===== src/cap_config.svh =====
`ifndef CAP_CONFIG_SVH
`define CAP_CONFIG_SVH

`default_nettype none

// data word width in bits
`define CAP_DW 32

// byte address width
`define CAP_AW 32

// packet word fifo entries
`define CAP_FIFO_DEPTH 256

`define CAP_MAX_BURST 4     // words per avalon burst, upper bound

`define CAP_HDR_WORDS 4     // seconds, nanoseconds, length, length

`default_nettype wire

`endif


===== src/cap_pkg.sv =====
`include "cap_config.svh"

`default_nettype none

package cap_pkg;

    // bus payloads
    typedef logic [`CAP_DW-1:0] cap_word_t;
    typedef logic [`CAP_AW-1:0] cap_addr_t;    // byte address

    typedef logic [15:0] cap_len_t;            // length in words
    typedef logic [15:0] cap_bcnt_t;           // avalon burstcount

    // fill level, one bit wider than the pointers
    typedef logic [8:0] cap_level_t;

    // write engine states
    typedef enum logic [2:0] {
        IDLE,
        PREP,
        HEADER,
        PAYLOAD,
        DONE
    } cap_state_t;

endpackage

`default_nettype wire


===== src/cap_beat_if.sv =====
`timescale 1ns/10ps
`default_nettype none

interface cap_beat_if import cap_pkg::*; ();

    logic      valid;
    logic      ready;
    cap_addr_t address;     // burst start, same on every beat
    cap_bcnt_t burstcount;
    cap_word_t data;

    // a beat moves when valid and ready are both high
    modport src (
        output valid, address, burstcount, data,
        input  ready
    );

    modport snk (
        input  valid, address, burstcount, data,
        output ready
    );

endinterface

`default_nettype wire


===== src/cap_skid_buf.sv =====
`timescale 1ns/10ps
`default_nettype none

module cap_skid_buf import cap_pkg::*; (
    input  logic    clk,
    input  logic    reset,
    cap_beat_if.snk in_beat,
    cap_beat_if.src out_beat
);

    logic      out_valid, skid_valid;
    cap_addr_t out_addr, skid_addr;
    cap_bcnt_t out_bcnt, skid_bcnt;
    cap_word_t out_data, skid_data;
    logic      out_free;

    assign out_free      = !out_valid || out_beat.ready;
    assign in_beat.ready = !skid_valid;     // registered ready

    assign out_beat.valid      = out_valid;
    assign out_beat.address    = out_addr;
    assign out_beat.burstcount = out_bcnt;
    assign out_beat.data       = out_data;

    always_ff @(posedge clk) begin
        if (!reset) begin
            out_valid  <= 1'b0;
            skid_valid <= 1'b0;
        end else if (out_free) begin
            out_valid  <= skid_valid || in_beat.valid;
            skid_valid <= 1'b0;             // skid drains first
        end else if (in_beat.valid && !skid_valid) begin
            skid_valid <= 1'b1;             // output stalled, park the beat
        end
    end

    always_ff @(posedge clk) begin
        if (out_free) begin
            out_addr <= skid_valid ? skid_addr : in_beat.address;
            out_bcnt <= skid_valid ? skid_bcnt : in_beat.burstcount;
            out_data <= skid_valid ? skid_data : in_beat.data;
        end else if (in_beat.valid && !skid_valid) begin
            skid_addr <= in_beat.address;
            skid_bcnt <= in_beat.burstcount;
            skid_data <= in_beat.data;
        end
    end

endmodule

`default_nettype wire


===== src/flat_wrapper.sv =====
// flat-port wrapper written by rule: the top's interface ports become plain ports
module cap_skid_buf_flat import cap_pkg::*;
  (clk, reset, in_beat_valid, in_beat_address, in_beat_burstcount, in_beat_data, in_beat_ready, out_beat_valid, out_beat_address, out_beat_burstcount, out_beat_data, out_beat_ready);
  cap_beat_if in_beat_i ();
  cap_beat_if out_beat_i ();
  input  logic clk;
  input  logic reset;
  input wire logic [$bits(in_beat_i.valid)-1:0] in_beat_valid;
  input wire logic [$bits(in_beat_i.address)-1:0] in_beat_address;
  input wire logic [$bits(in_beat_i.burstcount)-1:0] in_beat_burstcount;
  input wire logic [$bits(in_beat_i.data)-1:0] in_beat_data;
  output wire logic [$bits(in_beat_i.ready)-1:0] in_beat_ready;
  output wire logic [$bits(out_beat_i.valid)-1:0] out_beat_valid;
  output wire logic [$bits(out_beat_i.address)-1:0] out_beat_address;
  output wire logic [$bits(out_beat_i.burstcount)-1:0] out_beat_burstcount;
  output wire logic [$bits(out_beat_i.data)-1:0] out_beat_data;
  input wire logic [$bits(out_beat_i.ready)-1:0] out_beat_ready;
  assign in_beat_i.valid = in_beat_valid;
  assign in_beat_i.address = in_beat_address;
  assign in_beat_i.burstcount = in_beat_burstcount;
  assign in_beat_i.data = in_beat_data;
  assign in_beat_ready = in_beat_i.ready;
  assign out_beat_valid = out_beat_i.valid;
  assign out_beat_address = out_beat_i.address;
  assign out_beat_burstcount = out_beat_i.burstcount;
  assign out_beat_data = out_beat_i.data;
  assign out_beat_i.ready = out_beat_ready;
  cap_skid_buf u_core (.clk(clk), .reset(reset), .in_beat(in_beat_i), .out_beat(out_beat_i));
endmodule

===== config.mk =====
export PLATFORM = sky130hd
export DESIGN_NAME = cap_skid_buf_flat
export DESIGN_NICKNAME = d
export VERILOG_FILES = /design/src/cap_pkg.sv /design/src/cap_beat_if.sv /design/src/cap_skid_buf.sv /design/src/flat_wrapper.sv
export VERILOG_INCLUDE_DIRS = /design/src
export SDC_FILE = /design/constraint.sdc
export NUM_CORES = 1
export LEC_CHECK = 0
export BUFFER_PORTS_ARGS = -buffer_cell sky130_fd_sc_hd__buf_2
export CAP_MARGIN = 40
export CORE_ASPECT_RATIO = 1.5
export CORE_UTILIZATION = 40
export DETAILED_ROUTE_END_ITERATION = 7
export GPL_ROUTABILITY_DRIVEN = 0
export GPL_TIMING_DRIVEN = 0
export HOLD_SLACK_MARGIN = 0.05
export PLACE_DENSITY = 0.69
export SLEW_MARGIN = 25
export SYNTH_ARGS = -nofsm -noshare
export SYNTH_HDL_FRONTEND = slang
export SYNTH_SLANG_ARGS = --single-unit

===== constraint.sdc =====
create_clock -name clk -period 10.8 [get_ports clk]
set_input_delay 2.7 -clock clk [delete_from_list [all_inputs] [get_ports clk]]
set_output_delay 2.7 -clock clk [all_outputs]
set_load 0.005 [all_outputs]

==> flow_summary_export.csv <==
group,metric,value,unit
timing,setup_violators_final,0,
floorplan,design.die.area,15800,um^2
clocking,clk_root_buffer_cell,"clkbuf_16",
clocking,clk_buf_depth,2,
timing,final-max-slew-violation-count,0,
floorplan,die_height,153,um
detailed_routing,drtIter0Drc,113,
detailed_routing,route.vias.total,3047,
pwr,power.density_cell_area,174,nW/um^2
timing,grt_setup_unrepaired,"false",
setup_path,r2r.worst_path.cells,7,
pwr,max-vdd-ir-drop,0.116,mV
clocking,htree_levels,4,
timing,slew_headroom,53.8,%
global_route,grt_pass1_vias,3347,
clocking,clk-insertion-delay-late,0.41,ns
detailed_routing,drc,0,
setup_path,r2r_setup_slack,8.08,ns
setup_path,worstSetupStartpointType,"input pin",
setup_path,worstReg2RegEnd,"u_core.skid_data[29]",
global_route,globalRouteOverflowTotal,0,
clocking,holdBufCountCts,0,
setup_path,max_stage_delay,0.65,ns
setup_path,timing.critical_path.mode_cell,"buf_4",
setup_path,critical_path.cell_chain,"buf_2 > nand2b_4 > nor3b_2 > buf_6 > buf_6 > buf_4 > buf_4 > buf_4",
clocking,clkTransAtPathRegs,0.07,ns
finish,fin_cells,666,
setup_path,critPathKind,"in -> reg",
clocking,cts_sinks,162,
synth,part_of_the_yosys_area_used_for_sequential_elements,79.3,%
timing,worst-slew-pin-transition,0.692,ns
setup_path,worstSetupEndpoint,"u_core.skid_data[29]",
global_route,gr-usage-all-layers,15.2,%
global_route,number_of_antenna_violations_at_the_first_check_in_global_routing,5,
setup_path,critical_path_peak_fanout,47,
floorplan,top_level_ports,166,
timing,final_period_minus_worst_setup_slack,4.79,ns
clocking,tritoncts_clock_tree,"built",
finish,fill_cells,1273,
pwr,leakagePower,3.08,nW
detailed_routing,drt-vias-per-instance,4.58,
detailed_routing,post_drt_wl_per_cell,16.7,um
finish,post_route_core_utilization,52.2,%
detailed_routing,drt-pass1-iter-count,4,
global_route,maximum_number_of_pins_on_one_net_before_global_route_repair,48,
synth,synth_nets,341,
setup_path,critPathRequiredTime,10.92,ns
floorplan,initial_cell_density_of_the_core,40.7,%
setup_path,worst_ep_arrival_time,4.90,ns
placed_design,dpl.cell_count,631,
synth,synthesis.area_per_instance,23.8,um^2
placed_design,hpwlAfterDp,8110,um
setup_path,launch_instance_of_the_worst_register_to_register_path,"u_core.out_beat.valid",
floorplan,core.rowCount,55,
finish,area.growth.synth_to_final,28.3,%
synth,ys_seq_elements,162,
setup_path,critPathLaunch,"out_beat_ready",
job,max_cap_violations,0,
finish,fin_nets,535,
timing,clock_skew,0.0110,ns
global_route,grt_first_pass_wirelength,17500,um
floorplan,die_x,103,um
synth,cells_after_synthesis,257,
setup_path,worst_setup_path_end_kind,"flip-flop",
clocking,cts_post_setup_buffers_inserted,0,
timing,final.period_utilization,44.3,%
timing,finalHoldViolations,0,
setup_path,cp_slowest_cell,"nor3b_2",
timing,max_freq,209,MHz
synth,ys_types,13,
worst_hold_path,min_path_type,"reg -> reg",
placed_design,placement.io_buffers,165,
clocking,postCtsResizedCells,0,
floorplan,fp.coreArea,15000,um^2
synth,yosysWarningCount,0,
status,run_status,"complete, no violations",
detailed_routing,detail-route-antenna-nets,0,
detailed_routing,finalWirelength,11200,um
clocking,number_of_buffers_created_by_cts,17,
finish,fraction_of_layout_cells_with_a_size_suffix_above_1,62.3,%
synth,synth_area,6110,um^2
layout make-up:
class	count	area [um^2]	area share, %
well taps	199	249	3.18
plain buffers	9	95.1	1.21
inverters	1	3.75	0.0479
diodes	3	7.51	0.0958
repair buffers	175	925	11.8
clock buffers	19	433	5.52
clock inverters	13	103	1.31
multi-input cells	85	1180	15.0
flip-flops and latches	162	4840	61.8
state kept, by name, indices dropped and copies added, names as in the netlist:
signal	count
u_core.skid_bcnt	16
u_core.out_beat.burstcount	16
u_core.skid_addr	32
u_core.out_beat.valid	1
u_core.out_beat.data	32
u_core.skid_data	32
u_core.skid_valid	1
u_core.out_beat.address	32
metal layers:
metal  wire length (um)  up-vias  global-route usage [%]
met2               6170       87                    26.4
met5                 24        -                       0
met4                155        4                    5.37
li1                   -     1420                       -
met1               4110     1522                    16.2
met3                685       14                    6.22
worst min path at each step:
stage	start	to	slack [ns]	cells past startpoint
detailed placement	u_core.skid_addr[24]	u_core.out_beat.address[24]	0.53	1
global placement	u_core.skid_addr[23]	u_core.out_beat.address[23]	0.51	1
floorplan	u_core.skid_addr[21]	u_core.out_beat.address[21]	0.51	1
global route	u_core.skid_data[7]	u_core.out_beat.data[7]	0.56	1
CTS	u_core.skid_addr[26]	u_core.out_beat.address[26]	0.54	1
finish	u_core.skid_addr[26]	u_core.out_beat.address[26]	0.53	1
worst max-delay path, delay by kind of cell:
family / cells / cell delay [ns]
buffers and inverters: 6 / 1.07
AND/OR/NAND/NOR: 2 / 1.11
kinds of logic (layout without fill, tap and decap cells):
group | count (synthesis) | after routing | share of synthesized area [%]
flip-flops | 162 | 162 | 79.3
buffers and inverters | 10 | 217 | 1.62
other | 0 | 3 | 0
AO/OA/AOI/OAI | 1 | 1 | 0.123
multiplexers | 80 | 80 | 18.4
AND/OR/NAND/NOR | 4 | 4 | 0.492
placed cells by master, fill, tap and decap left out, types with 6 or more instances in the layout:
master,n
mux2_4,60
buf_4,6
mux2_2,13
buf_6,11
clkinvlp_4,7
clkbuf_16,17
buf_2,166
edfxtp_1,160
mux2_1,7
power breakdown:
group | internal, mW | switching (mW) | leakage [nW]
Sequential | 0.727 | 0.00783 | 1.57
Combinational | 0.0514 | 0.0393 | 1.27
Clock | 0.297 | 0.244 | 0.238
Total | 1.07 | 0.292 | 3.08
synthesized netlist by cell type:
cell | instances | area share (%)
edfxtp_1 | 160 | 79
dfxtp_1 | 2 | 0.66
buf_6 | 8 | 1.5
a21boi_1 | 1 | 0.12
mux2_1 | 7 | 1.3
nor3b_1 | 1 | 0.12
mux2_4 | 60 | 15
mux2_2 | 13 | 2.4
nor2_1 | 1 | 0.061
nand2b_1 | 1 | 0.10
inv_1 | 1 | 0.061
nor3b_2 | 1 | 0.20
buf_2 | 1 | 0.082
per-stage QoR:
stage	hold WS (ns)	total power, mW	setup TNS, ns	worst slack [ns]	cell area, um^2
after floorplan	0.508	0.789	0	0.344	6110
after CTS	0.543	1.39	0	5.95	7830
after detailed placement	0.527	0.841	0	5.53	7290
after global placement	0.514	0.837	-233.12	-2.92	7180
after global routing	0.560	1.42	0	5.81	7830
final	0.535	1.37	0	6.01	7840
Note: power is estimated with default switching activity, not from simulation.
