<file path="config.mk">
export PLATFORM = sky130hd
export DESIGN_NAME = cap_wr_ctrl_flat
export DESIGN_NICKNAME = d
export VERILOG_FILES = /design/src/cap_pkg.sv /design/src/cap_beat_if.sv /design/src/cap_burst_if.sv /design/src/cap_wr_ctrl.sv /design/src/flat_wrapper.sv
export VERILOG_INCLUDE_DIRS = /design/src
export SDC_FILE = /design/constraint.sdc
export NUM_CORES = 1
export LEC_CHECK = 0
export ABC_AREA = 1
export CAP_MARGIN = 10
export CORE_AREA = 2 2 163 165
export DETAILED_ROUTE_END_ITERATION = 8
export DIE_AREA = 0 0 165 167
export DONT_BUFFER_PORTS = 1
export GPL_TIMING_DRIVEN = 1
export HOLD_SLACK_MARGIN = 0.08
export PLACE_DENSITY = 0.67
export SLEW_MARGIN = 5
export SYNTH_ARGS = -nofsm -noshare
export SYNTH_HDL_FRONTEND = slang
export SYNTH_SLANG_ARGS = --single-unit
</file>
<file path="constraint.sdc">
create_clock -name clk -period 5.29 [get_ports clk]
set_input_delay 1.058 -clock clk [delete_from_list [all_inputs] [get_ports clk]]
set_output_delay 1.058 -clock clk [all_outputs]
set_load 0.005 [all_outputs]
</file>
<file path="src/cap_config.svh">
`ifndef CAP_CONFIG_SVH
`define CAP_CONFIG_SVH

`default_nettype none

// data word width in bits
`define CAP_DW 32

// byte address width
`define CAP_AW 32

// packet word fifo entries
`define CAP_FIFO_DEPTH 256

`define CAP_MAX_BURST 4     // words per avalon burst, upper bound

`define CAP_HDR_WORDS 4     // seconds, nanoseconds, length, length

`default_nettype wire

`endif

</file>
<file path="src/cap_pkg.sv">
`include "cap_config.svh"

`default_nettype none

package cap_pkg;

    // bus payloads
    typedef logic [`CAP_DW-1:0] cap_word_t;
    typedef logic [`CAP_AW-1:0] cap_addr_t;    // byte address

    typedef logic [15:0] cap_len_t;            // length in words
    typedef logic [15:0] cap_bcnt_t;           // avalon burstcount

    // fill level, one bit wider than the pointers
    typedef logic [8:0] cap_level_t;

    // write engine states
    typedef enum logic [2:0] {
        IDLE,
        PREP,
        HEADER,
        PAYLOAD,
        DONE
    } cap_state_t;

endpackage

`default_nettype wire

</file>
<file path="src/cap_beat_if.sv">
`timescale 1ns/10ps
`default_nettype none

interface cap_beat_if import cap_pkg::*; ();

    logic      valid;
    logic      ready;
    cap_addr_t address;     // burst start, same on every beat
    cap_bcnt_t burstcount;
    cap_word_t data;

    // a beat moves when valid and ready are both high
    modport src (
        output valid, address, burstcount, data,
        input  ready
    );

    modport snk (
        input  valid, address, burstcount, data,
        output ready
    );

endinterface

`default_nettype wire

</file>
<file path="src/cap_burst_if.sv">
`timescale 1ns/10ps
`default_nettype none

interface cap_burst_if import cap_pkg::*; ();

    // from the control fsm
    logic      load;            // one-cycle pulse at capture start
    cap_addr_t buf_start;
    cap_addr_t buf_size;
    logic      advance;         // burst fully issued
    cap_bcnt_t adv_words;       // size of that burst

    // from the address generator, valid the cycle after load or advance
    cap_addr_t addr;            // start of current burst
    cap_addr_t words_to_end;    // words left, kept at address width

    modport ctrl (
        output load, buf_start, buf_size, advance, adv_words,
        input  addr, words_to_end
    );

    modport gen (
        input  load, buf_start, buf_size, advance, adv_words,
        output addr, words_to_end
    );

endinterface

`default_nettype wire

</file>
<file path="src/cap_wr_ctrl.sv">
`include "cap_config.svh"

`timescale 1ns/10ps
`default_nettype none

module cap_wr_ctrl import cap_pkg::*; (
    input  logic       clk,
    input  logic       reset,
    input  logic       i_start,
    input  cap_len_t   i_pkt_words,
    input  cap_addr_t  i_buf_start,
    input  cap_addr_t  i_buf_size,
    input  cap_word_t  i_seconds,
    input  cap_word_t  i_nanoseconds,
    input  cap_word_t  i_fifo_data,
    input  logic       i_fifo_empty,
    input  cap_level_t i_fifo_level,
    output logic       o_fifo_rd,
    output logic       o_done,
    cap_burst_if.ctrl  bus,
    cap_beat_if.src    beat,
    input  logic       i_beat_accept
);

    cap_state_t  state, state_next;
    cap_len_t    pkt_words_q;
    cap_word_t   seconds_q, nanoseconds_q;
    cap_len_t    hdr_left, pay_left;    // words not yet given to a burst
    logic [16:0] acc_left;              // beats still to be accepted on avalon
    logic [1:0]  hdr_idx;
    logic        burst_on;
    cap_bcnt_t   burst_len, beats_left, next_len;
    logic        beat_valid_q, from_fifo_q;
    cap_addr_t   beat_addr_q;
    cap_bcnt_t   beat_bcnt_q;
    cap_word_t   hdr_word_q, hdr_word;
    logic        size_hdr, size_pay, beat_go, issue, last_accept;

    // min of words left, room to buffer end and max burst
    function automatic cap_bcnt_t burst_words(input cap_addr_t left, input cap_addr_t to_end);
        cap_addr_t n;
        n = (left < to_end) ? left : to_end;
        if (n > `CAP_MAX_BURST) begin
            n = `CAP_MAX_BURST;
        end
        return cap_bcnt_t'(n);
    endfunction

    assign next_len = (state == PAYLOAD) ? burst_words(cap_addr_t'(pay_left), bus.words_to_end)
                                         : burst_words(cap_addr_t'(hdr_left), bus.words_to_end);

    assign size_hdr = !burst_on && (state == PREP || state == HEADER) && (hdr_left != '0);
    assign size_pay = !burst_on && (state == PAYLOAD) && (pay_left != '0)
                      && (i_fifo_level >= next_len);   // whole burst must be in the fifo

    assign beat_go     = !beat_valid_q || beat.ready;   // output slot free this cycle
    assign issue       = burst_on && beat_go && (state == HEADER || !i_fifo_empty);
    assign last_accept = i_beat_accept && (acc_left == 17'd1);

    assign o_fifo_rd = issue && (state == PAYLOAD);
    assign o_done    = (state == DONE);

    assign bus.load      = (state == IDLE) && i_start;
    assign bus.buf_start = i_buf_start;
    assign bus.buf_size  = i_buf_size;
    assign bus.advance   = issue && (beats_left == 16'd1);
    assign bus.adv_words = burst_len;

    // fifo output register keeps the word stable while the beat stalls
    assign beat.valid      = beat_valid_q;
    assign beat.address    = beat_addr_q;
    assign beat.burstcount = beat_bcnt_q;
    assign beat.data       = from_fifo_q ? i_fifo_data : hdr_word_q;

    always_comb begin
        case (hdr_idx)
            2'd0:    hdr_word = seconds_q;
            2'd1:    hdr_word = nanoseconds_q;
            default: hdr_word = cap_word_t'(pkt_words_q) << 2;  // bytes, written twice
        endcase
    end

    always_comb begin
        state_next = state;
        case (state)
            IDLE: begin
                if (i_start) begin
                    state_next = PREP;
                end
            end
            PREP:    state_next = HEADER;
            HEADER: begin
                if (last_accept) begin
                    state_next = DONE;
                end else if (!burst_on && hdr_left == '0) begin
                    state_next = PAYLOAD;
                end
            end
            PAYLOAD: begin
                if (last_accept) begin
                    state_next = DONE;
                end
            end
            default: state_next = IDLE;
        endcase
    end

    always_ff @(posedge clk) begin
        if (!reset) begin
            state        <= IDLE;
            burst_on     <= 1'b0;
            beats_left   <= '0;
            hdr_left     <= '0;
            pay_left     <= '0;
            acc_left     <= '0;
            hdr_idx      <= '0;
            beat_valid_q <= 1'b0;
        end else begin
            state <= state_next;
            if (i_beat_accept && acc_left != '0) begin
                acc_left <= acc_left - 1'b1;
            end
            if (bus.load) begin
                hdr_left <= cap_len_t'(`CAP_HDR_WORDS);
                pay_left <= i_pkt_words;
                acc_left <= 17'(i_pkt_words) + 17'(`CAP_HDR_WORDS);
                hdr_idx  <= '0;
            end
            if (size_hdr || size_pay) begin
                burst_on   <= 1'b1;
                beats_left <= next_len;
                if (size_hdr) begin
                    hdr_left <= hdr_left - next_len;
                end else begin
                    pay_left <= pay_left - next_len;
                end
            end else if (issue) begin
                beats_left <= beats_left - 1'b1;
                if (beats_left == 16'd1) begin
                    burst_on <= 1'b0;   // addr gen advances now, next size a cycle later
                end
                if (state == HEADER) begin
                    hdr_idx <= hdr_idx + 1'b1;
                end
            end
            if (issue) begin
                beat_valid_q <= 1'b1;
            end else if (beat.ready) begin
                beat_valid_q <= 1'b0;
            end
        end
    end

    always_ff @(posedge clk) begin
        if (bus.load) begin
            pkt_words_q   <= i_pkt_words;
            seconds_q     <= i_seconds;     // timestamp taken at start
            nanoseconds_q <= i_nanoseconds;
        end
        if (size_hdr || size_pay) begin
            burst_len <= next_len;
        end
        if (issue) begin
            beat_addr_q <= bus.addr;
            beat_bcnt_q <= burst_len;
            hdr_word_q  <= hdr_word;
            from_fifo_q <= (state == PAYLOAD);
        end
    end

endmodule

`default_nettype wire

</file>
<file path="src/flat_wrapper.sv">
// flat-port wrapper written by rule: the top's interface ports become plain ports
module cap_wr_ctrl_flat import cap_pkg::*;
  (clk, reset, i_start, i_pkt_words, i_buf_start, i_buf_size, i_seconds, i_nanoseconds, i_fifo_data, i_fifo_empty, i_fifo_level, o_fifo_rd, o_done, i_beat_accept, bus_load, bus_buf_start, bus_buf_size, bus_advance, bus_adv_words, bus_addr, bus_words_to_end, beat_valid, beat_address, beat_burstcount, beat_data, beat_ready);
  cap_burst_if bus_i ();
  cap_beat_if beat_i ();
  input  logic clk;
  input  logic reset;
  input  logic i_start;
  input  cap_len_t i_pkt_words;
  input  cap_addr_t i_buf_start;
  input  cap_addr_t i_buf_size;
  input  cap_word_t i_seconds;
  input  cap_word_t i_nanoseconds;
  input  cap_word_t i_fifo_data;
  input  logic i_fifo_empty;
  input  cap_level_t i_fifo_level;
  output logic o_fifo_rd;
  output logic o_done;
  input  logic i_beat_accept;
  output wire logic [$bits(bus_i.load)-1:0] bus_load;
  output wire logic [$bits(bus_i.buf_start)-1:0] bus_buf_start;
  output wire logic [$bits(bus_i.buf_size)-1:0] bus_buf_size;
  output wire logic [$bits(bus_i.advance)-1:0] bus_advance;
  output wire logic [$bits(bus_i.adv_words)-1:0] bus_adv_words;
  input wire logic [$bits(bus_i.addr)-1:0] bus_addr;
  input wire logic [$bits(bus_i.words_to_end)-1:0] bus_words_to_end;
  output wire logic [$bits(beat_i.valid)-1:0] beat_valid;
  output wire logic [$bits(beat_i.address)-1:0] beat_address;
  output wire logic [$bits(beat_i.burstcount)-1:0] beat_burstcount;
  output wire logic [$bits(beat_i.data)-1:0] beat_data;
  input wire logic [$bits(beat_i.ready)-1:0] beat_ready;
  assign bus_load = bus_i.load;
  assign bus_buf_start = bus_i.buf_start;
  assign bus_buf_size = bus_i.buf_size;
  assign bus_advance = bus_i.advance;
  assign bus_adv_words = bus_i.adv_words;
  assign bus_i.addr = bus_addr;
  assign bus_i.words_to_end = bus_words_to_end;
  assign beat_valid = beat_i.valid;
  assign beat_address = beat_i.address;
  assign beat_burstcount = beat_i.burstcount;
  assign beat_data = beat_i.data;
  assign beat_i.ready = beat_ready;
  cap_wr_ctrl u_core (.clk(clk), .reset(reset), .i_start(i_start), .i_pkt_words(i_pkt_words), .i_buf_start(i_buf_start), .i_buf_size(i_buf_size), .i_seconds(i_seconds), .i_nanoseconds(i_nanoseconds), .i_fifo_data(i_fifo_data), .i_fifo_empty(i_fifo_empty), .i_fifo_level(i_fifo_level), .o_fifo_rd(o_fifo_rd), .o_done(o_done), .bus(bus_i), .beat(beat_i), .i_beat_accept(i_beat_accept));
endmodule
</file>
==> flow_metrics.py <==
metrics = {
    "logic_synthesis": {
        "synth_edf_count": 177,
        "ys_seq_area_share_pct": 49.8,
        "synth_area_leaders": "edfxtp_1 (39%), dfxtp_1 (11%), nand2_1 (8.0%)",
        "syn_avg_cell_area_sq_um": 9.17,
        "ys_seq_elements": 249,
        "yosys_warnings": 0,
        "synthFlopType": "edfxtp_1",
        "yosys.cell_types.count": 51,
        "ys_async_sr_fraction_pct": 0,
        "syn_area_sq_um": 13600,
        "yosys.area.top_type": "edfxtp_1",
        "yosysTopAreaCellShare_pct": 39.1,
        "synthCells": 1480,
    },
    "sta": {
        "final_max_slew_viol_count": 0,
        "fin_crit_ns": 4.48,
        "final_min_period_over_clock_period_pct": 84.7,
        "final.setup.tns_ns": 0,
        "hold_viol_final": 0,
        "slew_headroom_pct": 27.7,
        "rsz0062_at_grt": "no",
        "setup_viol": 0,
        "tightestPinTransition_ns": 1.08,
        "max_freq_ghz": 0.223,
        "skew_ns": 0.0201,
    },
    "cells_and_area": {
        "n_fill_cell": 2202,
        "postLayoutCoreUtil_pct": 57.0,
        "drive_gt1_share_pct": 8.59,
        "final_common_cell": "nand2_1",
        "multi_input_area_sq_um": 5760,
        "nNetsFinal": 1788,
        "most-common-layout-cells": "nand2_1 (288), edfxtp_1 (177), inv_1 (137), nor2_1 (114), a21oi_1 (104)",
        "syn_to_final_growth_pct": 8.14,
        "seq_area_sq_um": 6760,
    },
    "die": {
        "die_w_microns": 165,
        "die_y_microns": 167,
        "core_sq_um": 25800,
        "row_count": 59,
        "die_area_sq_um": 27600,
        "io_pins": 420,
        "start_util_pct": 52.7,
    },
    "global_routing": {
        "grt_pass1_vias": 9553,
        "grt.total_usage_pct": 26.2,
        "grt-ovfl-total": 0,
        "antenna_found_initial": 8,
        "grt_pass1_wl_mm": 54.9,
        "grt_max_degree": 93,
    },
    "worst_setup_path": {
        "cp-end-kind": "flop",
        "critPathRequiredTime_ns": 5.58,
        "slowest_delay_ns": 0.36,
        "cpMaxStageDelayCell": "nor4_1",
        "crit_path_frequent_cell": "nand2_1",
        "crit_fanout": 20,
        "arrival_ns": 4.77,
        "startpoint": "bus_words_to_end[5]",
        "critPathKind": "input port to flop",
        "rr_startpoint": "u_core.pay_left[5]",
        "critPathLaunchType": "input port",
    },
    "routing": {
        "wire_per_inst_microns": 20.3,
        "ant_nets": 0,
        "drc": 0,
        "first_iter_violations": 791,
        "dr.pass1.iters": 5,
        "via_per_inst": 5.56,
        "vias": 10118,
        "drt_wl_total_mm": 36.9,
    },
    "clock_tree": {
        "clk_path_buf_depth": 3,
        "clock_latency_ns": 0.55,
        "cts_inserted_buffers": 27,
        "ctsResizeCount": 0,
        "cts.sink_count": 249,
        "cts.reportedPaths.clkPinSlew_ns": 0.06,
        "h-tree-depth": 1,
        "clockRootBuffer": "clkbuf_16",
        "cts_hold_buf": 0,
        "post_cts_buffers": 0,
        "cts_tree": "yes",
    },
    "power_and_ir_drop": {
        "leakagePower_nw": 6.26,
        "ir_worst_vdd_v": 0.000315,
        "power_density_nw_per_um2": 546,
    },
    "hold_path": {
        "hp-start": "u_core.hdr_idx[1]",
        "min_path_type": "flop to flop",
    },
    "placed_design": {
        "globalplace.congestion": 0.961,
        "dp_hpwl_mm": 28.2,
        "io_buffers": 0,
    },
    "run_status": {
        "status": "complete, no violations",
    },
    "run": {
        "drv_cap": 0,
    },
}
-- report_power, final --
| group | total, mW | switching (mW) | internal [mW] |
|---|---|---|---|
| clock | 2.18 | 0.808 | 1.37 |
| combinational | 2.67 | 1.74 | 0.928 |
| sequential | 3.16 | 0.407 | 2.76 |
| total | 8.01 | 2.96 | 5.05 |
-- stage by stage --
| step | area [sq um] | power [mW] | setup slack, ns | hold slack (ns) | cells |
|---|---|---|---|---|---|
| 2_1_floorplan | 13700 | 5.14 | 0.414 | 0.444 | 1521 |
| 3_3_place_gp | 13600 | 5.79 | 0.382 | 0.453 | 1764 |
| 3_5_place_dp | 13600 | 5.85 | 0.262 | 0.457 | 1764 |
| 4_1_cts | 14700 | 8.05 | 0.821 | 0.467 | 1814 |
| 5_1_grt | 14700 | 8.56 | 0.343 | 0.488 | 1818 |
| 6_report | 14700 | 8.01 | 0.811 | 0.463 | 1819 |
-- critical path, delay by kind of cell --
family	cells	cell delay, ns
buf+inv	4	0.58
fa+ha+maj	2	0.53
compound gates	6	0.86
simple gates	17	1.71
-- logic make-up after synthesis --
group / share of synthesized area (%)
and+or+nand+nor: 18.1
AOI/OAI and AO/OA: 11.5
buffers and inverters: 9.03
DFF: 49.8
adders and majority gates: 7.02
muxes: 2.65
xor gates and xnor gates: 1.81
other: 0.0553
-- cells in the mapped netlist (11+ instances only) --
master and count:
nand3_1 87, buf_4 65, a21oi_1 104, a22o_1 17, xnor2_1 11, nor3_1 21, o21ai_0 66, o21ai_1 17
nand2_1 288, dfxtp_1 72, nor4_1 16, mux2_2 32, clkbuf_1 33, edfxtp_1 177, a22oi_1 18, nor2_1 115
ha_1 73, inv_1 138, nand4_1 19, a31oi_1 11, xor2_1 17, nand2_2 12
-- registers in the layout (all words and copies together) (netlist names) --
register,cells
u_core.beat.address,32
u_core.hdr_word_q,32
u_core.nanoseconds_q,32
u_core.seconds_q,32
u_core.acc_left,17
u_core.beat.burstcount,16
u_core.beats_left,16
u_core.bus.adv_words,16
u_core.hdr_left,16
u_core.pay_left,16
u_core.pkt_words_q,16
u_core.state,3
u_core.hdr_idx,2
u_core.beat.valid,1
u_core.burst_on,1
u_core.from_fifo_q,1
-- per-layer routing --
layer	wire, microns	up-vias	global-route usage [%]
li1	-	4996	-
met1	14900	4681	32.0
met5	34	-	0
met3	3270	64	8.87
met4	643	6	6.62
met2	18000	371	44.2
-- worst paths after layout --
check             cells after the start  slack (ns)                  endpoint
hold reg to reg                       2        0.46         u_core.hdr_idx[1]
setup / recovery                     29        0.81  u_core.bus.adv_words[10]
hold / removal                        2        0.46         u_core.hdr_idx[1]
setup reg to reg                     28        0.93  u_core.bus.adv_words[10]
-- area by class of cell --
type	instances	area share, %
timing repair buffer	19	1.06
clock buffer	31	4.84
tap	335	2.85
sequential	249	46.0
multi-input combinational	1017	39.2
inverter	144	3.70
antenna	5	0.0852
clock inverter	19	2.24
Power figures use the tool's default switching activity.
