File: config.mk
export PLATFORM = sky130hd
export DESIGN_NAME = cap_addr_gen_flat
export DESIGN_NICKNAME = d
export VERILOG_FILES = /design/src/cap_pkg.sv /design/src/cap_burst_if.sv /design/src/cap_addr_gen.sv /design/src/flat_wrapper.sv
export VERILOG_INCLUDE_DIRS = /design/src
export SDC_FILE = /design/constraint.sdc
export NUM_CORES = 1
export LEC_CHECK = 0
export CAP_MARGIN = 0
export CORE_ASPECT_RATIO = 1.75
export CORE_MARGIN = 4
export CORE_UTILIZATION = 68
export DETAILED_ROUTE_END_ITERATION = 10
export DONT_BUFFER_PORTS = 1
export PLACE_DENSITY = 0.95
export SLEW_MARGIN = 10
export SYNTH_ARGS = -nofsm -noshare
export SYNTH_HDL_FRONTEND = slang
export SYNTH_SLANG_ARGS = --single-unit
export TNS_END_PERCENT = 30
File: constraint.sdc
create_clock -name clk -period 8.6 [get_ports clk]
set_input_delay 1.72 -clock clk [delete_from_list [all_inputs] [get_ports clk]]
set_output_delay 1.72 -clock clk [all_outputs]
set_load 0.05 [all_outputs]
File: src/cap_config.svh
`ifndef CAP_CONFIG_SVH
`define CAP_CONFIG_SVH

`default_nettype none

// data word width in bits
`define CAP_DW 32

// byte address width
`define CAP_AW 32

// packet word fifo entries
`define CAP_FIFO_DEPTH 256

`define CAP_MAX_BURST 4     // words per avalon burst, upper bound

`define CAP_HDR_WORDS 4     // seconds, nanoseconds, length, length

`default_nettype wire

`endif

File: src/cap_pkg.sv
`include "cap_config.svh"

`default_nettype none

package cap_pkg;

    // bus payloads
    typedef logic [`CAP_DW-1:0] cap_word_t;
    typedef logic [`CAP_AW-1:0] cap_addr_t;    // byte address

    typedef logic [15:0] cap_len_t;            // length in words
    typedef logic [15:0] cap_bcnt_t;           // avalon burstcount

    // fill level, one bit wider than the pointers
    typedef logic [8:0] cap_level_t;

    // write engine states
    typedef enum logic [2:0] {
        IDLE,
        PREP,
        HEADER,
        PAYLOAD,
        DONE
    } cap_state_t;

endpackage

`default_nettype wire

File: src/cap_burst_if.sv
`timescale 1ns/10ps
`default_nettype none

interface cap_burst_if import cap_pkg::*; ();

    // from the control fsm
    logic      load;            // one-cycle pulse at capture start
    cap_addr_t buf_start;
    cap_addr_t buf_size;
    logic      advance;         // burst fully issued
    cap_bcnt_t adv_words;       // size of that burst

    // from the address generator, valid the cycle after load or advance
    cap_addr_t addr;            // start of current burst
    cap_addr_t words_to_end;    // words left, kept at address width

    modport ctrl (
        output load, buf_start, buf_size, advance, adv_words,
        input  addr, words_to_end
    );

    modport gen (
        input  load, buf_start, buf_size, advance, adv_words,
        output addr, words_to_end
    );

endinterface

`default_nettype wire

File: src/cap_addr_gen.sv
`timescale 1ns/10ps
`default_nettype none

module cap_addr_gen import cap_pkg::*; (
    input  logic      clk,
    input  logic      reset,
    cap_burst_if.gen  bus,
    output logic      o_buf_wrap,
    output cap_addr_t o_last_write_addr
);

    logic      first_load;  // no capture since reset yet
    cap_addr_t addr_q;
    cap_addr_t base_q;
    cap_addr_t end_q;       // base plus size, first byte past the buffer
    cap_addr_t next_addr;

    assign next_addr = addr_q + cap_addr_t'({bus.adv_words, 2'b00});  // four bytes per word

    assign bus.addr          = addr_q;
    assign bus.words_to_end  = (end_q - addr_q) >> 2;
    assign o_last_write_addr = addr_q;  // next free word

    always_ff @(posedge clk) begin
        if (!reset) begin
            first_load <= 1'b1;
            addr_q     <= '0;
            o_buf_wrap <= 1'b0;
        end else if (bus.load) begin
            // later captures continue after the previous one
            if (first_load) begin
                addr_q <= bus.buf_start;
            end
            first_load <= 1'b0;
        end else if (bus.advance) begin
            if (next_addr >= end_q) begin
                addr_q     <= base_q;
                o_buf_wrap <= 1'b1;     // sticky until reset
            end else begin
                addr_q <= next_addr;
            end
        end
    end

    always_ff @(posedge clk) begin
        if (bus.load) begin
            base_q <= bus.buf_start;
            end_q  <= bus.buf_start + bus.buf_size;
        end
    end

endmodule

`default_nettype wire

File: src/flat_wrapper.sv
// flat-port wrapper written by rule: the top's interface ports become plain ports
module cap_addr_gen_flat import cap_pkg::*;
  (clk, reset, o_buf_wrap, o_last_write_addr, bus_load, bus_buf_start, bus_buf_size, bus_advance, bus_adv_words, bus_addr, bus_words_to_end);
  cap_burst_if bus_i ();
  input  logic clk;
  input  logic reset;
  output logic o_buf_wrap;
  output cap_addr_t o_last_write_addr;
  input wire logic [$bits(bus_i.load)-1:0] bus_load;
  input wire logic [$bits(bus_i.buf_start)-1:0] bus_buf_start;
  input wire logic [$bits(bus_i.buf_size)-1:0] bus_buf_size;
  input wire logic [$bits(bus_i.advance)-1:0] bus_advance;
  input wire logic [$bits(bus_i.adv_words)-1:0] bus_adv_words;
  output wire logic [$bits(bus_i.addr)-1:0] bus_addr;
  output wire logic [$bits(bus_i.words_to_end)-1:0] bus_words_to_end;
  assign bus_i.load = bus_load;
  assign bus_i.buf_start = bus_buf_start;
  assign bus_i.buf_size = bus_buf_size;
  assign bus_i.advance = bus_advance;
  assign bus_i.adv_words = bus_adv_words;
  assign bus_addr = bus_i.addr;
  assign bus_words_to_end = bus_i.words_to_end;
  cap_addr_gen u_core (.clk(clk), .reset(reset), .bus(bus_i), .o_buf_wrap(o_buf_wrap), .o_last_write_addr(o_last_write_addr));
endmodule
==> impl_metrics.json, run 1 <==
{
  "relSlewSlack": 0.205,
  "status": "complete, no violations",
  "worst_pin_slew_ns": 1.19,
  "die_area_mm2": 0.0152,
  "wl_met1_um": 8670,
  "yosys.area.top_type_share": 0.214,
  "drtAntennaViolNets": 0,
  "ys_warn_count": 0,
  "cts_sinks": 98,
  "ys_ff_latch": 98,
  "worstPathMaxFanout": 6,
  "drc": 0,
  "syn_avg_cell_area_um2": 8.80,
  "hp-class": "flop to flop",
  "cp.required_ns": 6.88,
  "synth_common_cells": "ha_1, inv_1, a21oi_1",
  "arrival_ns": 4.72,
  "portBuffers": 0,
  "p_total_mw": 2.34,
  "cpPeakStageDelay_ns": 1.01,
  "hold_ws_ns": 0.478,
  "p_per_area_mw_per_mm2": 250,
  "fill_cells": 996,
  "maxCapViolations": 0,
  "rows": 55,
  "grt_overflow": 0,
  "multiInputGateArea_mm2": 0.00565,
  "slew_viol_final": 0,
  "peakVddDrop_uv": 139,
  "postSynthCellCount": 1019,
  "cp_cell_sequence": "inv_1 -> ha_1 -> o21a_1 -> o31a_1 -> o31a_1 -> a211o_1 -> o211ai_2 -> a21oi_1 -> a211oi_2 -> o21bai_1 -> xor2_1",
  "boundaryPins": 181,
  "async_reset_ff_frac": 0,
  "hold_viol": 0,
  "yosys.cell_count.top_type": "ha_1",
  "regArea_mm2": 0.00260,
  "ctsResizeCount": 0,
  "fin_nets": 1196,
  "tritoncts": "done",
  "synth_ff_type": "edfxtp_1",
  "finalSetupViolations": 0,
  "die_y_um": 160,
  "drive_gt1_frac": 0.0716,
  "numCtsBuffers": 9,
  "grt_max_degree": 82,
  "start_util": 0.693,
  "grt_pass1_vias": 8315,
  "ctsHoldBuffers": 0,
  "wl_met3_um": 2920,
  "synth_top_area_cell": "edfxtp_1",
  "wl_per_cell_um": 24.5,
  "met2WireLength_um": 14000,
  "cts_buffer_depth": 2,
  "slowest_stage": "dfxtp_1",
  "synth_edf_count": 64,
  "top_layer": "met4",
  "synth.distinct_cells": 78,
  "yosysSeqAreaShare": 0.290,
  "grt_first_pass_wirelength_um": 44000,
  "clock_skew_ns": 0.00945,
  "layout_min_cycle_time_ns": 6.44,
  "drtPass1Iterations": 6,
  "synth_area_mm2": 0.00896,
  "vias": 8220,
  "cts_setup_buffers": 0,
  "drt_wl_total_um": 28900,
  "tns_ns": 0,
  "die-width_um": 94.8,
  "min_period_over_period": 0.749,
  "synth.top_cells.by_area": "edfxtp_1, ha_1, dfxtp_1",
  "clk_latency_ns": 0.35,
  "fin_util": 0.722,
  "clkTransAtPathRegs_ns": 0.07,
  "crit_path_start_kind": "flop",
  "max_freq_mhz": 155,
  "viasPerCell": 6.98,
  "worstSetupPathType": "flop to output port",
  "cellLeakagePower_nw": 4.08,
  "grt_util_all_layers": 0.381,
  "cts_root_buf": "clkbuf_16",
  "antenna_found_initial": 1,
  "rsz0062_at_grt": "no",
  "h-tree-depth": 3,
  "path_common_cell": "o31a_1",
  "globalplace.congestion": 1.04,
  "core-area_mm2": 0.0129,
  "dp_hpwl_um": 21700,
  "first_iter_violations": 825,
  "areaGrowthSynthToFinish_pct": 4.17,
  "crit_path_end_kind": "output port"
}
==> report_power, final <==
group | leakage (nW) | internal [mW] | total (mW) | switching (mW)
sequential | 0.908 | 0.568 | 0.704 | 0.137
combinational | 3.02 | 0.370 | 1.21 | 0.837
clock | 0.151 | 0.236 | 0.425 | 0.189
total | 4.08 | 1.17 | 2.34 | 1.16
==> path summary, 6_finish.rpt <==
path,start,endpoint,slack (ns),depth (start not counted)
worst max-delay path,u_core.bus.addr[3],bus_words_to_end[28],2.16,11
worst min-delay path,u_core.first_load,u_core.first_load,0.48,1
worst max register to register,u_core.bus.addr[3],u_core.bus.addr[19],2.34,19
worst min register to register,u_core.first_load,u_core.first_load,0.48,1
==> flip-flops by register name (all words and copies together) (netlist names) <==
name,cells
u_core.base_q,32
u_core.bus.addr,32
u_core.end_q,32
u_core.first_load,1
u_core.o_buf_wrap,1
==> cell usage in the layout, fill, tap and decap left out, types with 9 or more instances in the layout <==
| cell | n |
|---|---|
| nor3_1 | 19 |
| o21ai_0 | 38 |
| dfxtp_1 | 34 |
| inv_1 | 95 |
| xnor2_1 | 61 |
| a21o_1 | 50 |
| ha_1 | 110 |
| o21ai_1 | 9 |
| o211ai_1 | 10 |
| clkbuf_16 | 9 |
| edfxtp_1 | 64 |
| a221oi_1 | 13 |
| xor2_1 | 20 |
| nand3_1 | 20 |
| a31oi_1 | 11 |
| nand4_1 | 13 |
| a21oi_1 | 82 |
| buf_4 | 27 |
| nand2b_1 | 10 |
| nor2_1 | 65 |
| nand2_1 | 76 |
| o21a_1 | 13 |
==> metal layers <==
| layer | vias up | GRT usage |
|---|---|---|
| li1 | 3657 | - |
| met1 | 3818 | 0.366 |
| met2 | 556 | 0.627 |
| met3 | 189 | 0.107 |
| met4 | 0 | 0.363 |
| met5 | - | 0 |
==> area by class of cell <==
cell class	count	share of cell area
Antenna cell	1	0.000268
Clock inverter	5	0.00630
Clock buffer	11	0.0260
Timing Repair Buffer	27	0.0217
Tap cell	171	0.0229
Inverter	97	0.0390
Sequential cell	98	0.279
Multi-Input combinational cell	767	0.605
==> kinds of logic (layout without fill, tap and decap cells) <==
group	count (synthesis)	after routing	synth area share
AND/OR/NAND/NOR	248	248	0.135
adder cells (fa/ha/maj)	112	112	0.158
AO/OA/AOI/OAI	321	321	0.254
flip-flops	98	98	0.290
XOR/XNOR	81	81	0.0792
buffers and inverters	155	140	0.0797
other	1	3	0.000418
multiplexers	3	3	0.00335
==> critical path: cells and delay by family (launching register included) <==
| family | cells | cell delay, ns |
|---|---|---|
| AO/OA/AOI/OAI | 8 | 1.87 |
| flip-flops | 1 | 1.01 |
| XOR/XNOR | 1 | 0.81 |
| adder cells (fa/ha/maj) | 1 | 0.41 |
| buffers and inverters | 1 | 0.28 |
==> through the flow <==
step,worst slack (ns),area [um2],cells
after floorplan,2.66,8970,1020
after global placement,2.16,9030,1160
after detailed placement,2.07,9030,1160
after CTS,2.22,9330,1176
after global routing,1.87,9330,1176
final,2.16,9340,1177
Power figures use the tool's default switching activity.
==> inputs of run 2 (changes only) <==
Settings changed: CORE_UTILIZATION 68 to 66, PLACE_DENSITY 0.95 to 0.93.
Clock period 8.6 ns to 6.6 ns, I/O delays scaled along.
==> run 2 against run 1 <==
Via count decreased by 0.49%. Clock skew about the same. Core utilization decreased by 0.64 points. Combinational power increased by 44%. Sequential share of layout area decreased by 0.69 points. Sequential power increased by 14%. Critical endpoint is now u_core.bus.addr[17]. Largest cell class unchanged. Largest power group unchanged.
==> impl_metrics.json, run 2 (same netlist as run 1, synthesis figures left out) <==
{
  "status": "complete, no violations",
  "grt_pass1_vias": 8478,
  "slowest_stage": "o41ai_4",
  "worstPathMaxFanout": 14,
  "clock_skew_ns": 0.00979,
  "p_total_mw": 3.06,
  "arrival_ns": 5.92,
  "start_util": 0.670,
  "cellLeakagePower_nw": 4.23,
  "h-tree-depth": 3,
  "power_frac_seq": 0.263,
  "wl_per_cell_um": 23.8,
  "antenna_found_initial": 0,
  "maxCapViolations": 0,
  "tritoncts": "done",
  "numCtsBuffers": 9,
  "final_cells": 1215,
  "cts_sinks": 98,
  "grt_overflow": 0,
  "switchingPower_mw": 1.52,
  "ctsResizeCount": 0,
  "dp_hpwl_um": 22400,
  "path_depth": 21,
  "hold_viol": 0,
  "internal_power_mw": 1.54,
  "final_cell_mix": "ha_1, inv_1, a21oi_1, nand2_1, nor2_1",
  "peakVddDrop_uv": 283,
  "worst_pin_slew_ns": 1.09,
  "rsz0062_at_grt": "no",
  "slew_viol_final": 0,
  "post-place-cells": 1198,
  "switching_share": 0.497,
  "cts_buffer_depth": 2,
  "crit_path_end_kind": "flop",
  "cts_root_buf": "clkbuf_16",
  "rows": 56,
  "drtAntennaViolNets": 0,
  "die_area_mm2": 0.0156,
  "vias": 8180,
  "first_iter_violations": 614,
  "startpoint": "bus_adv_words[0]",
  "clk_latency_ns": 0.35,
  "combinationalPowerShare": 0.571,
  "p_per_area_mw_per_mm2": 319,
  "worst-r2r-cell-count": 22,
  "drive_gt1_frac": 0.102,
  "finalSetupViolations": 0,
  "min_period_over_period": 0.864,
  "cp.required_ns": 6.82,
  "grt_max_degree": 82,
  "relSlewSlack": 0.267,
  "layout_min_cycle_time_ns": 5.71,
  "boundaryPins": 181,
  "hp-class": "flop to flop",
  "cpPeakStageDelay_ns": 0.48,
  "drtPass1Iterations": 5,
  "worstSetupPathType": "input pin to flop",
  "areaGrowthSynthToFinish_pct": 6.80,
  "grt_util_all_layers": 0.383,
  "r2r_setup_slack_ns": 1.17,
  "cts_setup_buffers": 0,
  "die_y_um": 162,
  "viasPerCell": 6.73,
  "reg2reg_to": "u_core.bus.addr[17]",
  "r2r-start": "u_core.bus.addr[2]",
  "cpLargestDelayFamily": "compound AO/OA/AOI/OAI gates",
  "portBuffers": 0,
  "crit_path_start_kind": "input pin",
  "globalplace.congestion": 0.997,
  "clkPwrFrac": 0.166,
  "drc": 0,
  "core-area_mm2": 0.0134,
  "fin_nets": 1231,
  "die-width_um": 96.1,
  "grt_first_pass_wirelength_um": 44400,
  "tns_ns": 0,
  "final_common_cell": "ha_1",
  "cp_cell_sequence": "ha_1 -> inv_1 -> fa_1 -> nor2b_1 -> o21ai_1 -> a21boi_2 -> o21ai_2 -> a211oi_2 -> nor2_1 -> o41ai_4 -> nand3_1 -> xnor2_1 -> ha_1 -> nand4_1 -> or3_1 -> nor2_1 -> o31a_1 -> nor2_1 -> buf_4 -> o311ai_0 -> o22ai_1",
  "clkTransAtPathRegs_ns": 0.07,
  "max_freq_mhz": 175,
  "ctsHoldBuffers": 0,
  "crit_buf_inv": 2,
  "endpoint": "u_core.bus.addr[17]",
  "path_common_cell": "nor2_1",
  "drt_wl_total_um": 28900
}
-- run 2: layer usage --
layer  GRT usage  up-vias  part of all wire
li1            -     3729                 -
met1       0.355     3744              0.30
met2       0.616      514              0.48
met3       0.122      193             0.096
met4       0.397        0              0.13
met5           0        -                 0
-- run 2: worst min-delay path by stage --
stage | from | endpoint | cells past startpoint
3_5_place_dp | u_core.first_load | u_core.first_load | 1
2_1_floorplan | u_core.first_load | u_core.first_load | 1
4_1_cts | u_core.first_load | u_core.first_load | 1
3_3_place_gp | u_core.first_load | u_core.first_load | 1
6_report | u_core.first_load | u_core.first_load | 1
5_1_grt | u_core.first_load | u_core.first_load | 1
-- run 2: power by group through the flow --
stage	registers, mW	logic [mW]	clock network (mW)
floorplan	0.873	1.28	0
global placement	0.808	1.69	0
detailed placement	0.811	1.72	0
CTS	0.798	1.73	0.498
global route	0.807	1.87	0.531
finish	0.804	1.74	0.508
-- run 2: worst register-to-register path, cell delays in order, from the launching register on --
cell and delay (ns):
dfxtp_1 0.31, buf_4 0.29, ha_1 0.23, inv_1 0.06
fa_1 0.40, nor2b_1 0.13, o21ai_1 0.10, a21boi_2 0.19
o21ai_2 0.15, a211oi_2 0.27, nor2_1 0.14, o41ai_4 0.48
nand3_1 0.18, xnor2_1 0.16, ha_1 0.30, nand4_1 0.11
or3_1 0.44, nor2_1 0.20, o31a_1 0.36, nor2_1 0.08
buf_4 0.23, o311ai_0 0.34, o22ai_1 0.14
-- run 2: metrics by stage --
stage	setup WS [ns]	utilization	area (um2)	hold slack [ns]
2_1_floorplan	1.06	-	8970	0.440
3_3_place_gp	0.782	0.695	9300	0.454
3_5_place_dp	0.592	0.695	9300	0.484
4_1_cts	0.933	0.715	9570	0.500
5_1_grt	0.551	0.715	9570	0.526
6_report	0.895	0.715	9570	0.492
-- run 2: layout make-up --
class                   instances  area (um2)
fillers                       989        3810
flip-flops and latches         98        2600
inverters                      97         364
diodes                          1        2.50
multi-input cells             767        5650
clock buffers                  10         229
clock inverters                 6        41.3
well taps                     174         218
repair buffers                 62         465
